**src/hw/gomoku_consts.svh**
```systemverilog
`ifndef GOMOKU_CONSTS_SVH
`define GOMOKU_CONSTS_SVH

// board geometry
`define BOARD_DIM 16
`define COORD_W   4   // bits per row or column index
`define WIN_LEN   5   // stones in a line that end the game

// register byte offsets
`define REG_MOVE     5'h00
`define REG_CTRL     5'h04
`define REG_CELL_SEL 5'h08
`define REG_STATUS   5'h0C
`define REG_CELL     5'h10

// axi4-lite bus widths
`define AXI_AW 5
`define AXI_DW 32

`endif

```
**src/hw/gomoku_pkg.sv**
```systemverilog
`include "gomoku_consts.svh"

package gomoku_pkg;

    // two bits per board point
    typedef enum logic [1:0] {
        EMPTY = 2'b00,
        BLACK = 2'b01,  // player0
        WHITE = 2'b10   // player1
    } cell_t;

    // one write word with two readings
    typedef union packed {
        struct packed {
            logic [`AXI_DW-2*`COORD_W-1:0] rsvd;
            logic [`COORD_W-1:0]           row;  // high nibble of the low byte
            logic [`COORD_W-1:0]           col;
        } move;                                    // MOVE and CELL_SEL
        struct packed {
            logic [`AXI_DW-3:0] rsvd;
            logic               new_game;
            logic               pass;
        } ctrl;                                    // CTRL
    } reg_word_u;

    typedef struct packed {
        logic [16:0] rsvd;
        logic [8:0]  move_count;  // stones placed this game
        logic        last_ok;     // last move went onto the board
        cell_t       winner;
        cell_t       turn;
        logic        busy;        // move in flight
    } status_t;

endpackage

```
**src/hw/gomoku_regs.sv**
```systemverilog
`timescale 1ns/100ps
`include "gomoku_consts.svh"

module gomoku_regs (
    input  logic                      clock,
    input  logic                      rst,
    input  logic [`AXI_AW-1:0]        awaddr,
    input  logic                      awvalid,
    output logic                      awready,
    input  logic [`AXI_DW-1:0]        wdata,
    input  logic                      wvalid,
    output logic                      wready,
    output logic                      bvalid,
    output logic [1:0]                bresp,
    input  logic                      bready,
    input  logic [`AXI_AW-1:0]        araddr,
    input  logic                      arvalid,
    output logic                      arready,
    output logic                      rvalid,
    output logic [`AXI_DW-1:0]        rdata,
    output logic [1:0]                rresp,
    input  logic                      rready,
    input  logic                      placed,      // stone went down
    input  logic                      refused,     // stone rejected
    input  logic                      done,        // checker finished
    input  logic                      win,
    input  gomoku_pkg::cell_t         cell_state,  // point picked by CELL_SEL
    output logic                      move_req,
    output logic [`COORD_W-1:0]       move_row,
    output logic [`COORD_W-1:0]       move_col,
    output logic                      new_game,
    output gomoku_pkg::cell_t         turn,
    output gomoku_pkg::cell_t         winner,
    output logic                      busy,
    output logic [`COORD_W-1:0]       cell_row,
    output logic [`COORD_W-1:0]       cell_col
);

    gomoku_pkg::reg_word_u wv;
    gomoku_pkg::status_t   status;
    gomoku_pkg::cell_t     other;
    logic                  wr_fire;
    logic                  ar_fire;
    logic                  pass_req;
    logic                  last_ok;
    logic [8:0]            move_count;
    logic [`COORD_W-1:0]   last_row;
    logic [`COORD_W-1:0]   last_col;

    assign wv = wdata;

    // aw and w are taken together, none while a move is still resolving
    assign awready = awvalid && wvalid && !bvalid && !busy;
    assign wready  = awready;
    assign wr_fire = awready;
    assign bresp   = 2'b00;  // always OKAY
    assign arready = arvalid && !rvalid;
    assign ar_fire = arready;
    assign rresp   = 2'b00;

    // strobes leave in the handshake cycle so placed lands one cycle later
    assign move_req = wr_fire && awaddr == `REG_MOVE;
    assign new_game = wr_fire && awaddr == `REG_CTRL && wv.ctrl.new_game;
    assign pass_req = wr_fire && awaddr == `REG_CTRL && wv.ctrl.pass && !wv.ctrl.new_game;

    // coordinates follow the bus during the request, then hold for the display
    assign move_row = move_req ? wv.move.row : last_row;
    assign move_col = move_req ? wv.move.col : last_col;

    assign other = (turn == gomoku_pkg::BLACK) ? gomoku_pkg::WHITE : gomoku_pkg::BLACK;

    always_ff @(posedge clock) begin
        if (rst) begin
            bvalid <= 1'b0;
        end else if (wr_fire) begin
            bvalid <= 1'b1;
        end else if (bready) begin
            bvalid <= 1'b0;
        end
    end

    always_ff @(posedge clock) begin
        if (rst) begin
            rvalid <= 1'b0;
        end else if (ar_fire) begin
            rvalid <= 1'b1;
        end else if (rready) begin
            rvalid <= 1'b0;
        end
    end

    always_ff @(posedge clock) begin
        if (rst) begin
            last_row <= '0;
            last_col <= '0;
            cell_row <= '0;
            cell_col <= '0;
        end else begin
            if (move_req) begin
                last_row <= wv.move.row;
                last_col <= wv.move.col;
            end
            if (wr_fire && awaddr == `REG_CELL_SEL) begin  // read-back pointer
                cell_row <= wv.move.row;
                cell_col <= wv.move.col;
            end
        end
    end

    // game state, a new game behaves like reset here
    always_ff @(posedge clock) begin
        if (rst || new_game) begin
            turn       <= gomoku_pkg::BLACK;
            winner     <= gomoku_pkg::EMPTY;
            last_ok    <= 1'b0;
            move_count <= '0;
            busy       <= 1'b0;
        end else begin
            if (move_req) begin
                busy <= 1'b1;
            end else if (refused || done) begin
                busy <= 1'b0;  // refused ends the move at once
            end
            if (placed) begin
                last_ok    <= 1'b1;
                move_count <= move_count + 9'd1;
            end
            if (refused) begin
                last_ok <= 1'b0;
            end
            if (done) begin
                if (win) begin
                    winner <= turn;  // turn still names the mover
                end else begin
                    turn <= other;
                end
            end
            if (pass_req && winner == gomoku_pkg::EMPTY) begin
                turn <= other;
            end
        end
    end

    always_comb begin
        status            = '0;
        status.busy       = busy;
        status.turn       = turn;
        status.winner     = winner;
        status.last_ok    = last_ok;
        status.move_count = move_count;
    end

    always_ff @(posedge clock) begin
        if (ar_fire) begin
            case (araddr)
                `REG_MOVE:     rdata <= {{(`AXI_DW-2*`COORD_W){1'b0}}, last_row, last_col};
                `REG_CELL_SEL: rdata <= {{(`AXI_DW-2*`COORD_W){1'b0}}, cell_row, cell_col};
                `REG_STATUS:   rdata <= status;
                `REG_CELL:     rdata <= {{(`AXI_DW-2){1'b0}}, cell_state};
                default:       rdata <= '0;  // CTRL and holes
            endcase
        end
    end

    // response stays up until the master takes it
    a_bvalid_hold: assert property (@(posedge clock) disable iff (rst)
        bvalid && !bready |=> bvalid);

    // datapath answers only arrive inside a move, while the bus is held off
    a_no_aw_busy: assert property (@(posedge clock) disable iff (rst)
        (placed || refused || done) |-> busy && !awready);

endmodule

```
**src/hw/board_store.sv**
```systemverilog
`timescale 1ns/100ps
`include "gomoku_consts.svh"

module board_store (
    input  logic                clock,
    input  logic                rst,
    input  logic                new_game,   // wipe every point
    input  logic                move_req,
    input  logic [`COORD_W-1:0] move_row,
    input  logic [`COORD_W-1:0] move_col,
    input  gomoku_pkg::cell_t   color,      // stone of the player to move
    input  logic                blocked,    // game won or checker running
    input  logic [`COORD_W-1:0] probe_row,
    input  logic [`COORD_W-1:0] probe_col,
    input  logic [`COORD_W-1:0] cell_row,
    input  logic [`COORD_W-1:0] cell_col,
    output logic                placed,
    output logic                refused,
    output gomoku_pkg::cell_t   probe_cell,
    output gomoku_pkg::cell_t   cell_state
);

    logic [2*`BOARD_DIM*`BOARD_DIM-1:0] board;  // row-major, 2 bits a point
    gomoku_pkg::cell_t                  move_cell;

    // {row, col, 0} is the bit offset of a point
    assign move_cell  = gomoku_pkg::cell_t'(board[{move_row, move_col, 1'b0} +: 2]);
    assign probe_cell = gomoku_pkg::cell_t'(board[{probe_row, probe_col, 1'b0} +: 2]);
    assign cell_state = gomoku_pkg::cell_t'(board[{cell_row, cell_col, 1'b0} +: 2]);

    always_ff @(posedge clock) begin
        if (rst || new_game) begin
            board   <= '0;
            placed  <= 1'b0;
            refused <= 1'b0;
        end else begin
            placed  <= 1'b0;  // both are single-cycle
            refused <= 1'b0;
            if (move_req) begin
                if (move_cell == gomoku_pkg::EMPTY && !blocked) begin
                    board[{move_row, move_col, 1'b0} +: 2] <= color;
                    placed <= 1'b1;
                end else begin
                    refused <= 1'b1;  // occupied, won or busy
                end
            end
        end
    end

    // the point was free before and holds the mover's stone after
    a_place_empty: assert property (@(posedge clock) disable iff (rst)
        placed |-> $past(move_cell) == gomoku_pkg::EMPTY && move_cell == $past(color));

endmodule

```
**src/hw/win_checker.sv**
```systemverilog
`timescale 1ns/100ps
`include "gomoku_consts.svh"

module win_checker (
    input  logic                clock,
    input  logic                rst,
    input  logic                start,       // placed pulse
    input  logic [`COORD_W-1:0] row,         // last stone
    input  logic [`COORD_W-1:0] col,
    input  gomoku_pkg::cell_t   color,
    input  gomoku_pkg::cell_t   probe_cell,
    output logic [`COORD_W-1:0] probe_row,
    output logic [`COORD_W-1:0] probe_col,
    output logic                busy,
    output logic                done,
    output logic                win
);

    typedef enum logic [1:0] {IDLE, SCAN, FIN} state_t;

    state_t                     state;
    logic [1:0]                 dir;        // horiz, vert, diag, anti-diag
    logic                       side;       // 0 forward 1 backward
    logic [2:0]                 step;       // distance from the stone
    logic [2:0]                 count;      // matches in this direction
    logic [`COORD_W-1:0]        base_row;
    logic [`COORD_W-1:0]        base_col;
    gomoku_pkg::cell_t          me;
    logic signed [`COORD_W+1:0] off;
    logic signed [`COORD_W+1:0] pr;
    logic signed [`COORD_W+1:0] pc;
    logic                       match;
    logic                       last_step;
    logic                       five;

    always_comb begin
        off = $signed({{(`COORD_W-1){1'b0}}, step});
        if (side) begin
            off = -off;
        end
        pr = $signed({2'b00, base_row});
        pc = $signed({2'b00, base_col});
        case (dir)
            2'd0: pc = pc + off;
            2'd1: pr = pr + off;
            2'd2: begin
                pr = pr + off;
                pc = pc + off;
            end
            default: begin  // anti-diagonal runs down-left
                pr = pr + off;
                pc = pc - off;
            end
        endcase
    end

    assign probe_row = pr[`COORD_W-1:0];
    assign probe_col = pc[`COORD_W-1:0];

    // off-board probes read some other point, so bounds gate the match
    assign match = pr >= 0 && pr < `BOARD_DIM && pc >= 0 && pc < `BOARD_DIM
                   && probe_cell == me;
    assign last_step = step == 3'(`WIN_LEN - 1);
    assign five      = match && int'(count) + 2 >= `WIN_LEN;  // this one plus the stone

    assign busy = start || state != IDLE;
    assign done = state == FIN;

    always_ff @(posedge clock) begin
        if (rst) begin
            state <= IDLE;
            win   <= 1'b0;
        end else begin
            case (state)
                IDLE: begin
                    if (start) begin
                        state <= SCAN;
                        win   <= 1'b0;
                    end
                end
                SCAN: begin
                    if (five) begin
                        win   <= 1'b1;
                        state <= FIN;  // no need to look further
                    end else if ((!match || last_step) && side && dir == 2'd3) begin
                        state <= FIN;
                    end
                end
                default: state <= IDLE;
            endcase
        end
    end

    // walk pointers, loaded on start
    always_ff @(posedge clock) begin
        if (start && state == IDLE) begin
            base_row <= row;
            base_col <= col;
            me       <= color;
            dir      <= 2'd0;
            side     <= 1'b0;
            step     <= 3'd1;
            count    <= 3'd0;
        end else if (state == SCAN) begin
            if (match && !last_step) begin
                count <= count + 3'd1;
                step  <= step + 3'd1;
            end else begin
                step <= 3'd1;  // this side is finished
                side <= !side;
                if (side) begin
                    dir   <= dir + 2'd1;
                    count <= 3'd0;
                end else if (match) begin
                    count <= count + 3'd1;  // carried into the backward side
                end
            end
        end
    end

    // done closes a busy window that ends on the next cycle
    a_done_busy: assert property (@(posedge clock) disable iff (rst)
        done |-> busy ##1 !busy);

endmodule

```
**src/hw/status_display.sv**
```systemverilog
`timescale 1ns/100ps
`include "gomoku_consts.svh"

module status_display (
    input  logic [`COORD_W-1:0] last_row,
    input  logic [`COORD_W-1:0] last_col,
    input  gomoku_pkg::cell_t   turn,
    input  gomoku_pkg::cell_t   winner,
    output logic [6:0]          hex0,  // column
    output logic [6:0]          hex1,  // row
    output logic [7:0]          ledr,
    output logic [7:0]          ledg
);

    // active-low segments, gfedcba
    function automatic logic [6:0] seg7(input logic [3:0] v);
        case (v)
            4'h0: seg7 = 7'b1000000;
            4'h1: seg7 = 7'b1111001;
            4'h2: seg7 = 7'b0100100;
            4'h3: seg7 = 7'b0110000;
            4'h4: seg7 = 7'b0011001;
            4'h5: seg7 = 7'b0010010;
            4'h6: seg7 = 7'b0000010;
            4'h7: seg7 = 7'b1111000;
            4'h8: seg7 = 7'b0000000;
            4'h9: seg7 = 7'b0010000;
            4'hA: seg7 = 7'b0001000;
            4'hB: seg7 = 7'b0000011;  // lower-case b
            4'hC: seg7 = 7'b1000110;
            4'hD: seg7 = 7'b0100001;  // lower-case d
            4'hE: seg7 = 7'b0000110;
            default: seg7 = 7'b0001110;
        endcase
    endfunction

    assign hex1 = seg7(last_row);
    assign hex0 = seg7(last_col);

    always_comb begin
        ledr = '0;
        ledg = '0;
        if (winner != gomoku_pkg::EMPTY) begin  // win lights replace turn lights
            ledr[7] = winner == gomoku_pkg::BLACK;
            ledg[0] = winner == gomoku_pkg::WHITE;
        end else begin
            ledr[0] = turn == gomoku_pkg::BLACK;
            ledg[7] = turn == gomoku_pkg::WHITE;
        end
    end

endmodule

```
**src/hw/gomoku_top.sv**
```systemverilog
`timescale 1ns/100ps
`include "gomoku_consts.svh"

module gomoku_top (
    input  logic               clock,
    input  logic               rst,
    input  logic [`AXI_AW-1:0] awaddr,
    input  logic               awvalid,
    output logic               awready,
    input  logic [`AXI_DW-1:0] wdata,
    input  logic               wvalid,
    output logic               wready,
    output logic               bvalid,
    output logic [1:0]         bresp,
    input  logic               bready,
    input  logic [`AXI_AW-1:0] araddr,
    input  logic               arvalid,
    output logic               arready,
    output logic               rvalid,
    output logic [`AXI_DW-1:0] rdata,
    output logic [1:0]         rresp,
    input  logic               rready,
    output logic [6:0]         hex0,
    output logic [6:0]         hex1,
    output logic [7:0]         ledr,
    output logic [7:0]         ledg
);

    logic                move_req;
    logic                new_game;
    logic [`COORD_W-1:0] move_row;
    logic [`COORD_W-1:0] move_col;
    logic [`COORD_W-1:0] cell_row;
    logic [`COORD_W-1:0] cell_col;
    logic [`COORD_W-1:0] probe_row;
    logic [`COORD_W-1:0] probe_col;
    gomoku_pkg::cell_t   turn;
    gomoku_pkg::cell_t   winner;
    gomoku_pkg::cell_t   cell_state;
    gomoku_pkg::cell_t   probe_cell;
    logic                chk_busy;
    logic                blocked;
    logic                placed;
    logic                refused;
    logic                done;
    logic                win;

    assign blocked = winner != gomoku_pkg::EMPTY || chk_busy;  // no stones after a win

    gomoku_regs u_regs (
        .clock, .rst,
        .awaddr, .awvalid, .awready, .wdata, .wvalid, .wready,
        .bvalid, .bresp, .bready,
        .araddr, .arvalid, .arready, .rvalid, .rdata, .rresp, .rready,
        .placed, .refused, .done, .win, .cell_state,
        .move_req, .move_row, .move_col, .new_game, .turn, .winner,
        .busy (),
        .cell_row, .cell_col
    );

    board_store u_board (
        .clock, .rst, .new_game, .move_req, .move_row, .move_col,
        .color (turn),
        .blocked, .probe_row, .probe_col, .cell_row, .cell_col,
        .placed, .refused, .probe_cell, .cell_state
    );

    win_checker u_check (
        .clock, .rst,
        .start (placed),
        .row   (move_row),  // held at the last move by now
        .col   (move_col),
        .color (turn),
        .probe_cell, .probe_row, .probe_col,
        .busy  (chk_busy),
        .done, .win
    );

    status_display u_disp (
        .last_row (move_row),
        .last_col (move_col),
        .turn, .winner, .hex0, .hex1, .ledr, .ledg
    );

endmodule

```
**config.mk**
```make
export PLATFORM = sky130hd
export DESIGN_NAME = gomoku_top
export DESIGN_NICKNAME = d
export VERILOG_FILES = /design/src/hw/gomoku_pkg.sv /design/src/hw/gomoku_regs.sv /design/src/hw/board_store.sv /design/src/hw/win_checker.sv /design/src/hw/status_display.sv /design/src/hw/gomoku_top.sv
export VERILOG_INCLUDE_DIRS = /design/src /design/src/hw
export SDC_FILE = /design/constraint.sdc
export NUM_CORES = 2
export LEC_CHECK = 0
export ABC_CLOCK_PERIOD_IN_PS = 13300
export BUFFER_PORTS_ARGS = -buffer_cell sky130_fd_sc_hd__buf_2
export CAP_MARGIN = 25
export CORE_MARGIN = 2
export CORE_UTILIZATION = 30
export CTS_CLUSTER_DIAMETER = 120
export CTS_CLUSTER_SIZE = 10
export DETAILED_ROUTE_END_ITERATION = 7
export HOLD_SLACK_MARGIN = 0.08
export PLACE_DENSITY = 0.55
export SLEW_MARGIN = 20
export SYNTH_ARGS = -nofsm -noshare
export SYNTH_HDL_FRONTEND = slang
export SYNTH_SLANG_ARGS = --single-unit
```
**constraint.sdc**
```tcl
create_clock -name clock -period 13.3 [get_ports clock]
set_input_delay 2.66 -clock clock [delete_from_list [all_inputs] [get_ports clock]]
set_output_delay 2.66 -clock clock [all_outputs]
set_load 0.05 [all_outputs]
```
### After elaboration in Yosys (flattened, before gate mapping)

Memories as Yosys holds them, arrays and structs flattened.
Index checks and enable logic that the tools add are counted.
W data, S select, Z words.

* register bits: 601
* ROM bits: 224
* bits of input ports: 49
* output and inout bits: 71
* logic and storage cells: 161
* memories: 2

* add/subtract/negate cells: 10
* order comparisons: 5
* equality and inequality tests: 20
* shift-type cells: 5
* muxes and demuxes: 34
* bitwise operators: 2
* reductions and logical operators: 59

Memories
* (name not given): words 16, bits a word 7, rd ports 1, clocked after Yosys merged registers in 0, wr ports 0, RTL line status_display.sv:17 `case (v)`
* (name not given): words 16, bits a word 7, rd ports 1, clocked after Yosys merged registers in 0, wr ports 0, RTL line status_display.sv:17

Operators by type and width (number)
* $shiftx A512 B10 Y2: 3
* $bwmux W512: 1
* $shift A2 B11 Y512 const A: 1
* $shiftx A2 B11 Y512: 1
* $pmux W15 S4: 1
* $ge A32 B4 Y1 const B: 1
* $logic_and A1 B1 Y1: 21
* $eq A5 B4 Y1 const B: 3
* $mux W1: 14
* $mux W2: 7
* $reduce_bool A2 Y1: 7
* $add A5 B6 Y6: 2
* $ge A6 B1 Y1 const B: 2
* $lt A6 B6 Y1 const B: 2
* $mux W3: 4
* $mux W6: 2
* $pmux W6 S2: 1
* $reduce_and A2 Y1: 6
* $neg A9 Y11: 1
* $eq A2 B2 Y1 const B: 5
* $logic_not A5 Y1: 2
* $add A9 B1 Y9 const B: 1
* $eq A2 B1 Y1 const B: 4
* $logic_not A1 Y1: 8
* 21 further kinds: 35

### Depth between registers and ports, before layout

* depth in word-level cells: 16
* gate-level depth with buffers: 25
* depth with buffers taken out: 20

### Hierarchy

A second synthesis with hierarchy kept.

* cell total of the unflattened synthesis: 3896
* area total of the unflattened synthesis: 39192.6 µm²

Modules (own cells, without submodules)
* board_store: instances 1, cells each 3422, area each 34574.4 µm², seq. area each 10289.9 µm²
* gomoku_regs: instances 1, cells each 209, area each 2283.4 µm², seq. area each 1111.1 µm²
* win_checker: instances 1, cells each 180, area each 1672.9 µm², seq. area each 540.5 µm²
* status_display: instances 1, cells each 84, area each 655.6 µm², seq. area each 0.0 µm²
* gomoku_top: instances 1, cells each 1, area each 6.3 µm², seq. area each 0.0 µm²

### Worst setup path before layout

Ideal clock, no wire load.

* path type: input port to output port
* start point: input port awvalid
* end point: output port hex0[6]
* data arrival time: 5.911 ns
* data required time: 10.640 ns
* setup slack: 4.729 ns
* cell stages on the path: 12
* buffers on the path: 4
* cell sequence: nand4bb_1 -> buf_2 -> inv_2 -> and4_1 -> nor2_4 -> inv_2 -> buf_2 -> buf_2 -> clkbuf_1 -> ha_1 -> a21oi_1 -> o21ai_0

* cells in the longest elaborated chain, start to end: 6

Ends and longest elaborated chain
* start, declared: RTL line gomoku_top.sv:8 `input logic awvalid,`
* $logic_and A1 B1 Y1 (3 in series): RTL line gomoku_regs.sv:53 `assign awready = awvalid && wvalid && !bvalid && !busy;`
* named net awready: RTL line gomoku_top.sv:9 `output logic awready,`
* $logic_and A1 B1 Y1 (no source line)
* $mux W4: RTL line gomoku_regs.sv:68 `assign move_col = move_req ? wv.move.col : last_col;`
* named net move_col[1]: RTL line gomoku_top.sv:32 `` logic [`COORD_W-1:0] move_col; ``
* $mem_v2 Z16 W7
* end, declared: RTL line gomoku_top.sv:23 `output logic [6:0] hex0,`

The timed path passes the listed nets, and every way through them passes these cells.

### Final worst setup path

* start point: input port awvalid
* end point: output port hex0[4]

* cells in the longest elaborated chain, start to end: 6

Ends and longest elaborated chain (RTL line)
* $logic_and A1 B1 Y1 (3 in series): gomoku_regs.sv:53
* $logic_and A1 B1 Y1 (no source line)
* $mux W4: gomoku_regs.sv:68
* $mem_v2 Z16 W7

No other way between the ends.

==> summary.txt <==
Clock tree
  – CTS tree: yes
  – Post-cts gate resize count: 0
  – Skew-Pair Late Insertion Delay: 0.66 ns
  – Clock sink total: 584
  – Number of buffers added for setup after CTS: 0
  – # H-tree levels: 3
  – Longest Clk Path Bufs: 3
  – Root buffer cell: clkbuf_16
  – Inserted Clock Buffers: 68
  – # hold bufs at CTS: 0
  – Clk slew on worst S/H paths: 0.06 ns

GRT
  – Tot GR Track Use: 24.7%
  – Pin count of the biggest net entering global routing: 223
  – Initial antenna violation count: 3
  – Vias in the first global route: 33,000
  – First-pass GRT wire length: 239 mm
  – Total gr overflow: 0

Setup path
  – Crit path kind: input pin to output port
  – Worst path depth: 11
  – CP max-delay cell: and4_1
  – FF-to-FF End: u_check.dir[1]
  – Flop-to-flop setup slack: 5.50 ns
  – Depth of the most critical reg-to-reg path: 22
  – Worst Path Required: 10.64 ns
  – Worst path max stage delay: 0.87 ns
  – Buf/Inv on CP: 6
  – Element type at the critical path end: output port
  – Most frequent CP cell: buf_2
  – CP top delay family: buffers and inverters
  – CP arrival: 6.73 ns
  – Critical path, cell by cell: buf_2, nand4bb_1, inv_2, and4_1, nor2_4, buf_4, inv_6, buf_12, ha_4, o22ai_1, buf_2
  – CP Launch Point: awvalid
  – Crit-path max FO: 110
  – Worst r2r src: u_check.dir[0]
  – Worst Setup EP: hex0[4]
  – Startpoint Class: input pin

Route
  – Metal1 wirelength: 64.7 mm
  – Max layer used: met5
  – Met2 routed WL: 71.0 mm
  – Post-route ant nets: 0
  – Drt pass-1 iters: 8
  – Via count: 35,300
  – DRC viols: 6
  – WL final: 166 mm
  – Initial drt markers: 5,600
  – Met3 WL post-DR: 21.4 mm
  – Vias per cell: 6.32
  – Avg WL per Cell: 29.8 um

Placement
  – Final HPWL DP: 101 mm
  – GP Congestion: 0.972
  – Pre-CTS setup slack: 3.89 ns
  – PortBufs: 62

Power and ir drop
  – Pleak: 0.0158 uW
  – Tot Pwr: 4050 uW
  – Pwr dens: 96.8 nW/um^2
  – Max rail drop VDD: 70.2 uV

Layout
  – FILL cells: 12,800
  – Most frequent cells in the layout: 926 x nand2_1, 584 x mux2i_1, 555 x dfxtp_1
  – Layout cells sized above 1: 15.9%
  – Footprint of the multi-input gates: 24,500 sq um
  – # nets final: 3,995
  – Layout area overhead: 9.68%
  – Storage element area: 12,000 sq um
  – Commonest non-fill, non-tap cell in the layout: nand2_1

Run
  – Max-cap violations: 0

Logic synthesis
  – Netlist cell types: 87
  – Sequential fraction of the synthesis area: 31.3%
  – Post-synth top area cell: dfxtp_1
  – Top-area cell type share of the netlist area: 29.4%
  – Synth warn: 0
  – Syn_area_per_cell: 9.40 sq um
  – Post-synth EDFFs: 25
  – Async SR Flop Fraction: 0%
  – Top FF cell, synth: dfxtp_1
  – Syn Inst Count: 4,051
  – Post-Synthesis Cell Area: 38,100 sq um
  – Ranking of synthesized cells by area: dfxtp_1 29%, mux2i_1 16%, mux4_2 15%
  – FF+latch count, synth: 584

Timing
  – Final Hold Slack: 0.424 ns
  – RSZ-0062 raised after global routing: false
  – Period utilization: 70.6%
  – Tmin final: 9.39 ns
  – Worst-margin pin slew: 1.20 ns
  – Final setup violation count: 0
  – Max-slew violations: 0
  – Maximum clock rate: 0.106 GHz
  – Setup TNS: 0 ns
  – Final hold vios: 0
  – Relative slew slack: 19.8%
  – Clk_skew: 0.0392 ns
  – Setup WS post-layout: 3.91 ns

Min path
  – Hold WC Path Type: flop to flop
  – Hold Path Cell Cnt: 1

Floorplan
  – # rows: 130
  – DIE AREA: 130,000 sq um
  – Initial core utilization: 30.3%
  – Horiz. Die Dim: 360 um
  – Core footprint: 126,000 sq um
  – Io pins: 120
  – Die height: 360 um

Run status
  – Violated checks: design-rule violations
  – Outcome: finished, violations left
==> worst min-delay path by stage <==
stage | startpoint | to | slack [ns]
floorplan | u_board.refused | u_regs.last_ok | 0.39
global placement | u_board.refused | u_regs.last_ok | 0.41
detailed placement | u_board.refused | u_regs.last_ok | 0.42
CTS | u_board.refused | u_regs.last_ok | 0.43
global route | u_board.refused | u_regs.last_ok | 0.45
finish | u_board.refused | u_regs.last_ok | 0.42
==> worst reg2reg max path: stages (launching register included) <==
cell	delay, ns
dfxtp_1	0.41
inv_1	0.09
ha_1	0.40
nor2_1	0.34
nand2_1	0.11
xnor2_1	0.25
inv_1	0.09
fa_1	0.43
nand2b_1	0.10
buf_4	0.35
and2_4	0.46
buf_4	0.68
mux4_2	0.49
nand2_1	0.09
nand3_1	0.15
a31oi_1	0.60
a2111oi_1	0.20
buf_4	0.20
nor4b_1	0.51
or4_1	0.19
nand4b_1	0.61
o211ai_1	0.57
mux2_2	0.38
==> stage by stage <==
step	util, %	cells	area (sq um)
floorplan	-	4083	38200
global placement	31.6	5475	39700
detailed placement	31.7	5482	39800
CTS	33.2	5568	41700
global route	33.2	5574	41800
finish	33.2	5579	41800
==> sequential cells by signal (all words and copies together), names as in the netlist, 3 cells and up <==
register and cells:
u_board.board 512, u_regs.rdata 15, u_regs.move_count 9, u_check.base_col 4, u_check.base_row 4, u_regs.cell_col 4
u_regs.cell_row 4, u_regs.last_col 4, u_regs.last_row 4, u_check.count 3, u_check.step 3
==> routing by layer <==
layer | up-vias | track usage (%)
li1 | 14700 | -
met3 | 521 | 7.11
met4 | 2 | 13.3
met5 | - | 0
met2 | 2571 | 36.7
met1 | 17400 | 32.2
==> cell type report <==
| class | instances | share of cell area [%] |
|---|---|---|
| Sequential cell | 584 | 28.6 |
| Multi-Input combinational cell | 3045 | 58.6 |
| Inverter | 33 | 0.314 |
| Clock buffer | 80 | 4.28 |
| Timing Repair Buffer | 176 | 3.10 |
| Antenna cell | 5 | 0.0299 |
| Clock inverter | 6 | 0.144 |
| Tap cell | 1650 | 4.94 |
==> logic make-up (layout without fill, tap and decap cells) <==
family	Yosys count	count (layout)	share of synthesized area, %
buffers and inverters	454	295	5.38
DFF	584	584	31.3
adders and majority gates	38	38	1.29
other	1	38	0.00984
muxes	876	876	31.7
xor gates and xnor gates	24	24	0.552
and+or+nand+nor	1694	1694	22.5
AOI/OAI and AO/OA	380	380	7.22
==> synthesized netlist by cell type, types with 8 or more instances <==
library cell,n
nand4_1,192
o211ai_1,11
mux4_2,262
nor3_1,97
o21ai_1,8
dfxtp_1,559
ha_1,36
o22ai_1,19
nand2b_1,11
mux2_2,13
nor4b_2,16
buf_1,48
buf_2,70
or3_1,31
xor2_1,9
a32oi_1,8
a211oi_1,45
xnor2_1,15
nor2_1,101
nand4_4,20
o311ai_1,11
nand3_1,101
nand2_1,927
and4bb_1,11
o311ai_0,21
buf_4,48
a21oi_1,57
o21ai_0,39
nor2b_1,17
and4b_1,32
a31oi_1,31
mux2i_1,595
a211o_1,12
o31ai_1,16
or4_1,10
and3_1,59
edfxtp_1,25
nor4_1,34
inv_1,27
clkbuf_1,247
a311oi_1,36
==> where the power goes <==
group	internal [uW]	leakage [uW]	total [uW]	switching (uW)
Combinational	130	0.0101	534	404
Sequential	1760	0.00476	1770	6.59
Clock	943	0.000904	1740	797
Total	2840	0.0158	4050	1210
Power figures use the tool's default switching activity.
